==> config.mk <==
export PLATFORM = sky130hd
export DESIGN_NAME = fv_req_fifo
export DESIGN_NICKNAME = d
export VERILOG_FILES = /design/src/hdl/fv_mem_pkg.sv /design/src/hdl/fv_req_fifo.sv
export VERILOG_INCLUDE_DIRS = /design/src /design/src/hdl
export SDC_FILE = /design/constraint.sdc
export NUM_CORES = 1
export LEC_CHECK = 0
export ABC_AREA = 1
export BUFFER_PORTS_ARGS = -buffer_cell sky130_fd_sc_hd__buf_2
export CAP_MARGIN = 20
export CELL_PAD_IN_SITES_DETAIL_PLACEMENT = 0
export CELL_PAD_IN_SITES_GLOBAL_PLACEMENT = 2
export CORE_MARGIN = 2
export CORE_UTILIZATION = 37
export DETAILED_ROUTE_END_ITERATION = 8
export PLACE_DENSITY = 0.7
export SLEW_MARGIN = 20
export SYNTH_ARGS = -nofsm -noshare
export SYNTH_HDL_FRONTEND = slang
export SYNTH_SLANG_ARGS = --single-unit
==> constraint.sdc <==
create_clock -name clk -period 3.03 [get_ports clk]
set_input_delay 0.4545 -clock clk [delete_from_list [all_inputs] [get_ports clk]]
set_output_delay 0.4545 -clock clk [all_outputs]
set_load 0.02 [all_outputs]
==> src/hdl/fv_mem_params.svh <==
// size and timing macros for the feature-vector memory, included by the package and RTL
`ifndef FV_MEM_PARAMS_SVH
`define FV_MEM_PARAMS_SVH

// bank select is the top of the word address
`define FV_NUM_BANKS 4
`define FV_BANK_SEL_W 2
`define FV_BANK_DEPTH_W 8

`define FV_DATA_W 32
`define FV_FIFO_DEPTH 4

// cycles a bank stays busy, counted from the access itself
`define FV_BANK_BUSY 3

`endif

==> src/hdl/fv_mem_pkg.sv <==
// request, response and controller-state types shared by the memory RTL and its testbench
`default_nettype none
`include "fv_mem_params.svh"

package fv_mem_pkg;

    // word address and AXI byte address widths
    localparam int ADDR_W = `FV_BANK_SEL_W + `FV_BANK_DEPTH_W;
    localparam int AXI_ADDR_W = ADDR_W + 2;

    typedef struct packed {
        logic write;
        logic [ADDR_W-1:0] addr;
        logic [`FV_DATA_W-1:0] wdata;
        logic pe_tag;
    } fv_req_t;

    typedef struct packed {
        logic write;
        logic [`FV_DATA_W-1:0] rdata;
        logic pe_tag;
    } fv_rsp_t;

    typedef enum logic [1:0] {
        IDLE,
        ROUTE,
        STALL,
        COMPLETE
    } fv_cntl_state_t;

    function automatic logic [`FV_BANK_SEL_W-1:0] bank_sel(input logic [ADDR_W-1:0] addr);
        return addr[ADDR_W-1 -: `FV_BANK_SEL_W];
    endfunction

endpackage

`default_nettype wire

==> src/hdl/fv_req_fifo.sv <==
// request FIFO between the port arbiter and the memory controller, data valid a cycle after pop
`timescale 1ns/100ps
`default_nettype none
`include "fv_mem_params.svh"

module fv_req_fifo (
    input logic clk,
    input logic reset,
    input logic push,
    input fv_mem_pkg::fv_req_t push_data,
    output logic full,
    input logic pop,
    output logic empty,
    output logic pop_valid,
    output fv_mem_pkg::fv_req_t pop_data
);

    localparam int DEPTH = `FV_FIFO_DEPTH;
    localparam int PTR_W = $clog2(DEPTH);

    fv_mem_pkg::fv_req_t mem [0:DEPTH-1];
    logic [PTR_W-1:0] wr_ptr;
    logic [PTR_W-1:0] rd_ptr;
    logic [PTR_W:0] count;
    logic do_push;
    logic do_pop;

    assign full = (count == DEPTH);
    assign empty = (count == '0);
    assign do_push = push && !full;
    assign do_pop = pop && !empty;

    // pointers wrap on their own, depth is a power of two
    always_ff @(posedge clk) begin
        if (reset) begin
            wr_ptr <= '0;
            rd_ptr <= '0;
            count <= '0;
            pop_valid <= 1'b0;
        end else begin
            pop_valid <= do_pop;
            if (do_push)
                wr_ptr <= wr_ptr + 1'b1;
            if (do_pop)
                rd_ptr <= rd_ptr + 1'b1;
            case ({do_push, do_pop})
                2'b10: count <= count + 1'b1;
                2'b01: count <= count - 1'b1;
                default: count <= count;
            endcase
        end
    end

    always_ff @(posedge clk) begin
        if (do_push)
            mem[wr_ptr] <= push_data;
        if (do_pop)
            pop_data <= mem[rd_ptr];
    end

endmodule

`default_nettype wire

After elaboration in Yosys (flattened, before gate mapping)
Memory sizes are Yosys's and may differ from the RTL's. A register that Yosys moved wholly into a read port is not among the register bits.
Cells that the tools add are included.
{"block": "classes", "add_sub_neg": 4, "eq_ne": 3, "n_mux": 3, "reduce_logical": 6}
{"operator": "$pmux 3 s2", "count": 1}
{"operator": "$add 2x1->2 const B", "count": 2}
{"operator": "$add 3x1->3 const B", "count": 1}
{"operator": "$eq 3x3->1 const B", "count": 1}
{"operator": "$logic_not 3->1", "count": 1}
{"operator": "$sub 3x1->3 const B", "count": 1}
{"operator": "$eq 2x1->1 const B", "count": 1}
{"operator": "$eq 2x2->1 const B", "count": 1}
{"operator": "$logic_and 1x1->1", "count": 2}
{"operator": "$logic_not 1->1", "count": 2}
{"operator": "$mux 1", "count": 2}
{"operator": "$reduce_bool 2->1", "count": 1}
{"block": "totals", "register_bits": 8, "ram_bits": 176, "input_bits": 48, "wordCells": 21, "memories": 1}
{"memory": "mem", "words": 4, "width": 44, "rd": 1, "rd_ports_with_merged_regs": 1, "wr": 1, "line": "fv_req_fifo.sv:21", "rtl": "fv_mem_pkg::fv_req_t mem [0:DEPTH-1];"}

Longest topological paths before layout
{"block": "logic_depth", "depth_word": 5, "mapped_depth": 13}

Worst setup path before layout
No wires, ideal clock.
{"block": "synth_path", "path_kind": "register -> register", "start": "reg count[1]", "end": "mem mem[0][0] (netlist bit), enable pin", "arrival_ns": 2.481, "t_required_ns": 2.584, "path_slack_ns": 0.103, "path_stages_with_launch": 5, "synth_period_minus_slack_ns": 2.927, "path_cell_list": "dfxtp_1 nor2_1 nand2_1 nand2_1 nor2_1"}
{"block": "synth_between", "elab_chain_cells": 5}
{"item": "start: declaration", "line": "fv_req_fifo.sv:24", "rtl": "logic [PTR_W:0] count;"}
{"item": "start signal: assignment", "line": "fv_req_fifo.sv:47", "rtl": "2'b10: count <= count + 1'b1;"}
{"item": "start signal: assignment", "line": "fv_req_fifo.sv:48", "rtl": "2'b01: count <= count - 1'b1;"}
{"item": "start signal: assignment", "line": "fv_req_fifo.sv:49", "rtl": "default: count <= count;"}
{"item": "$eq 3x3->1", "line": "fv_req_fifo.sv:28", "rtl": "assign full = (count == DEPTH);"}
{"item": "$logic_not 1->1", "line": "fv_req_fifo.sv:30", "rtl": "assign do_push = push && !full;"}
{"item": "$logic_and 1x1->1", "line": "fv_req_fifo.sv:30"}
{"item": "$mux 1", "line": "fv_req_fifo.sv:55", "rtl": "if (do_push)"}
{"item": "$mux 1 (not written as such)", "line": "fv_req_fifo.sv:56", "rtl": "mem[wr_ptr] <= push_data;"}
{"item": "end: declaration", "line": "fv_req_fifo.sv:21"}
No other way between the ends.

Final worst setup path
{"block": "layout_path", "start": "reg count[1]", "end": "reg count[2]"}
{"block": "layout_between", "elab_chain_cells": 5}
{"item": "$eq 3x3->1 / $logic_not 3->1 (equally long branches)", "line": "fv_req_fifo.sv:28, fv_req_fifo.sv:29"}
{"item": "$logic_not 1->1, on equally long branches", "line": "fv_req_fifo.sv:30, fv_req_fifo.sv:31"}
{"item": "$logic_and 1x1->1, on equally long branches", "line": "fv_req_fifo.sv:30, fv_req_fifo.sv:31"}
{"item": "$eq 2x1->1 / $eq 2x2->1 (equally long branches)", "line": "fv_req_fifo.sv:46", "rtl": "case ({do_push, do_pop})"}
{"item": "$pmux 3 s2 / $reduce_bool 2->1 (equally long branches)"}
Several ways; a longest one is shown, not always the timed one.
A chain may end at the register's enable or synchronous reset.

==> results.txt <==
Across the run, the number of max-cap violations was 0. The HPWL after detailed placement is 9.41 mm. The number of inserted filler cells in the final layout came out at 1,960. Setup repair after global routing left no endpoint under its margin. The congestion estimate from routability-driven global placement came to 0.762. The biggest area contributor in the post-synthesis netlist is edfxtp_1.

The via count of the first global-routing pass came out at 4,769. Setup violations remaining at the end of the flow were counted as 0. Walking the worst path, the cells encountered are nor2_1 > nand2_1 > nand2_1 > ha_1 > inv_1 > fa_1 > inv_1 > nand2_1 > nand3_1 > nand2_1 > nand2_1 > nor2_1.

The total standard cell area after synthesis is 8270 um2. Dividing total power by cell area gives a power density of 875 nW/um2. The DRC violation count after routing is 0. The final critical-path required period came out at 2070 ps. The highest net fanout along the worst path is 7. The I/O pin count is 95. The worst hold path begins at push_data[30]. After detailed routing, the total wire length is 16.6 mm.

STA classifies the critical path endpoint as a flip-flop. The worst hold-check slack came out at 167 ps. The number of nets at the end of the flow is 693. The average vias per placed instance is 4.90. The number of violations reported at the end of detailed-routing iteration 0 came out at 190. The first-pass GRT wire length came out at 26.2 mm.

The count of port buffers added during placement is 94. The core region is 21,900 um2. The site row count came out at 54.

Dividing the final minimum period by the clock period gives 0.683. The total number of vias is 4,593. The highest-delay cell along the critical path is fa_1.

The total clock sinks is 228. In this design, the stage delay of the slowest critical-path cell is 390 ps. The fraction of layout cells with a size suffix above 1 came out at 0.218.

The first-pass detailed-route iteration total came out at 4. TritonCTS built the clock tree. After technology mapping, the gate count stands at 537. Summed over all failing endpoints, the final setup total negative slack is 0 ps. The highest ir drop seen on vdd came out at 0.000581 V. The worst-case setup margin in the final layout is 960 ps. Derived from the worst setup path, the maximum achievable clock frequency is 483 MHz.

The critical path data required time came out at 3420 ps. The maximum count of clock buffers along a single path is 3. The wire length per cell after detailed routing came out at 17.7 um. The number of nets in the synthesized netlist came out at 591. The number of gates resized after CTS came out at 0.

The level count of the clock H-tree came out at 1. The total overflow reported by the global router came out at 0. In the post-synthesis netlist, the biggest area contributors are edfxtp_1, o21ai_0, nor2_1.

After synthesis, the most frequently instantiated cells are edfxtp_1, nor2_1, o21ai_0, o22ai_1, inv_1. The worst setup slack after placement came out at 954 ps. The worst register-to-register path ends at count[2]. Measured in cells, the most critical reg-to-reg path has a length of 12. The path with the worst hold slack has its endpoint at mem[0][30]. The die covers 23,600 um2. From bottom edge to top edge, the die measures 154 um.

For this design, the CTS-stage hold fixing added 0 buffers. The max-slew violation count is 0. The flow ran to the end, and the final reports show no timing, DRC or antenna violations. The portion of the post-synthesis area used by sequential elements came out at 0.818. The path category of the worst min-delay check is in -> reg. The clock arrives with 20.8 ps of skew.

The tightest slew margin relative to the limit came out at 0.415. After clock tree synthesis, the clock-pin slew on the worst setup and hold paths is 60 ps. The register bit total from synthesis came out at 228. The synthesized area per cell came out at 15.4 um2. The worst setup path is of the reg -> reg kind. Among all flip-flop cells after synthesis, the most frequent one is edfxtp_1. The kind of cell with the highest combined delay along the critical path is simple AND/OR/NAND/NOR gates. STA classifies the critical path startpoint as a flip-flop.

The worst-margin pin slew came out at 877 ps. The remaining antenna violation count is 0. The cell that appears most often on the critical path is nand2_1.

For this run, the total global-route usage over all layers was measured as 0.140. The number of endpoints with negative hold slack in the final report is 0. Setup slack on the worst reg-to-reg path comes out at 960 ps.

At the later pin of the worst-skew pair, clock insertion delay measures 510 ps. The effective utilization at floorplan came out at 0.378. The worst hold path depth is 1. The initial antenna violation count came out at 1. The pin count of the biggest net entering global routing came out at 90. The share of synthesized area in the top cell type comes to 0.798. The critical path contains buffers and inverters numbering 2 combined. The analysis attributes to cell leakage a power of 3.44 nW.

The startpoint of the most critical register-to-register path is count[1]. The antenna cell count is 0. Counting flops with an async set or reset pin after synthesis yields a share of 0.

Buffers inserted during clock tree synthesis total 24. The Yosys warning count came out at 0. The synthesis-to-finish area growth came out at 19.1%.

Counting flops with a built-in enable in the synthesized netlist gives 220. The clock tree root driver cell is clkbuf_16. Among all cell types in the netlist, the one instantiated most often is edfxtp_1. The count of distinct cell types in the synthesized netlist came out at 16. The number of buffers inserted by post-CTS setup repair is 0. The die span in x came out at 154 um. The arrival time reported for the critical path endpoint is 2460 ps.
[flip-flops by register name, summed over array words and instances (netlist names)]
register,flops
count,3
mem,176
pop_data,44
pop_valid,1
rd_ptr,2
wr_ptr,2
[per-stage QoR]
step,instances,utilization,total power [mW],area [um2]
after floorplan,537,-,5.33,8270
after global placement,893,0.415,5.89,9090
after detailed placement,893,0.415,5.92,9090
after CTS,937,0.450,8.75,9850
after global routing,937,0.450,9.06,9850
final,937,0.450,8.62,9850
[power by group]
group | total [mW] | leakage [nW] | internal (mW) | switching, mW
logic | 1.64 | 0.975 | 0.450 | 1.19
registers | 4.16 | 2.09 | 4.03 | 0.133
clock network | 2.82 | 0.370 | 1.71 | 1.11
[cells in the final DEF (no fill, tap or decap), drive strengths merged]
cell      n
dfxtp     8
fa        1
o21ai    90
bufinv    2
clkinv    6
edfxtp  220
ha        5
nor2     98
a21oi     5
nand3     5
buf     104
inv      18
nand2    15
o22ai    44
clkbuf   36
[worst reg2reg max path: stages (launching register included)]
cell and delay (ps):
dfxtp_1 320, nor2_1 130, nand2_1 120, nand2_1 370, ha_1 240, inv_1 70, fa_1 390, inv_1 70
nand2_1 50, nand3_1 80, nand2_1 50, nand2_1 50, nor2_1 40
[metal layers]
layer / up-vias / GRT usage / share of wire
li1: 2206 / - / -
met1: 2258 / 0.183 / 0.44
met2: 100 / 0.242 / 0.49
met3: 27 / 0.0285 / 0.047
met4: 2 / 0.0349 / 0.022
met5: - / 0 / 0.00078
[cells by family (layout without fill, tap and decap cells)]
group	after synthesis	in the layout	synth area share
compound gates	139	139	0.0907
fa+ha+maj	6	6	0.00998
buf+inv	46	166	0.0272
flops	228	228	0.818
simple gates	118	118	0.0543
[worst max-delay path by stage]
| stage | slack (ps) | end | startpoint | cells past startpoint |
|---|---|---|---|---|
| after global routing | 700 | count[2] | count[0] | 12 |
| final | 960 | count[2] | count[1] | 12 |
| after detailed placement | 950 | count[2] | count[0] | 12 |
| after floorplan | 100 | mem[0][0] | count[1] | 4 |
| after CTS | 940 | count[2] | count[0] | 12 |
| after global placement | 950 | count[2] | count[0] | 12 |
[cell type report]
type / instances / area [um2] / area share
repair buffers: 104 / 583 / 0.0592
flip-flops and latches: 228 / 6770 / 0.687
inverters: 18 / 70.1 / 0.00711
well taps: 280 / 350 / 0.0356
multi-input cells: 263 / 1310 / 0.133
clock inverters: 8 / 88.8 / 0.00902
clock buffers: 36 / 677 / 0.0687
(Power assumes the default switching activity.)
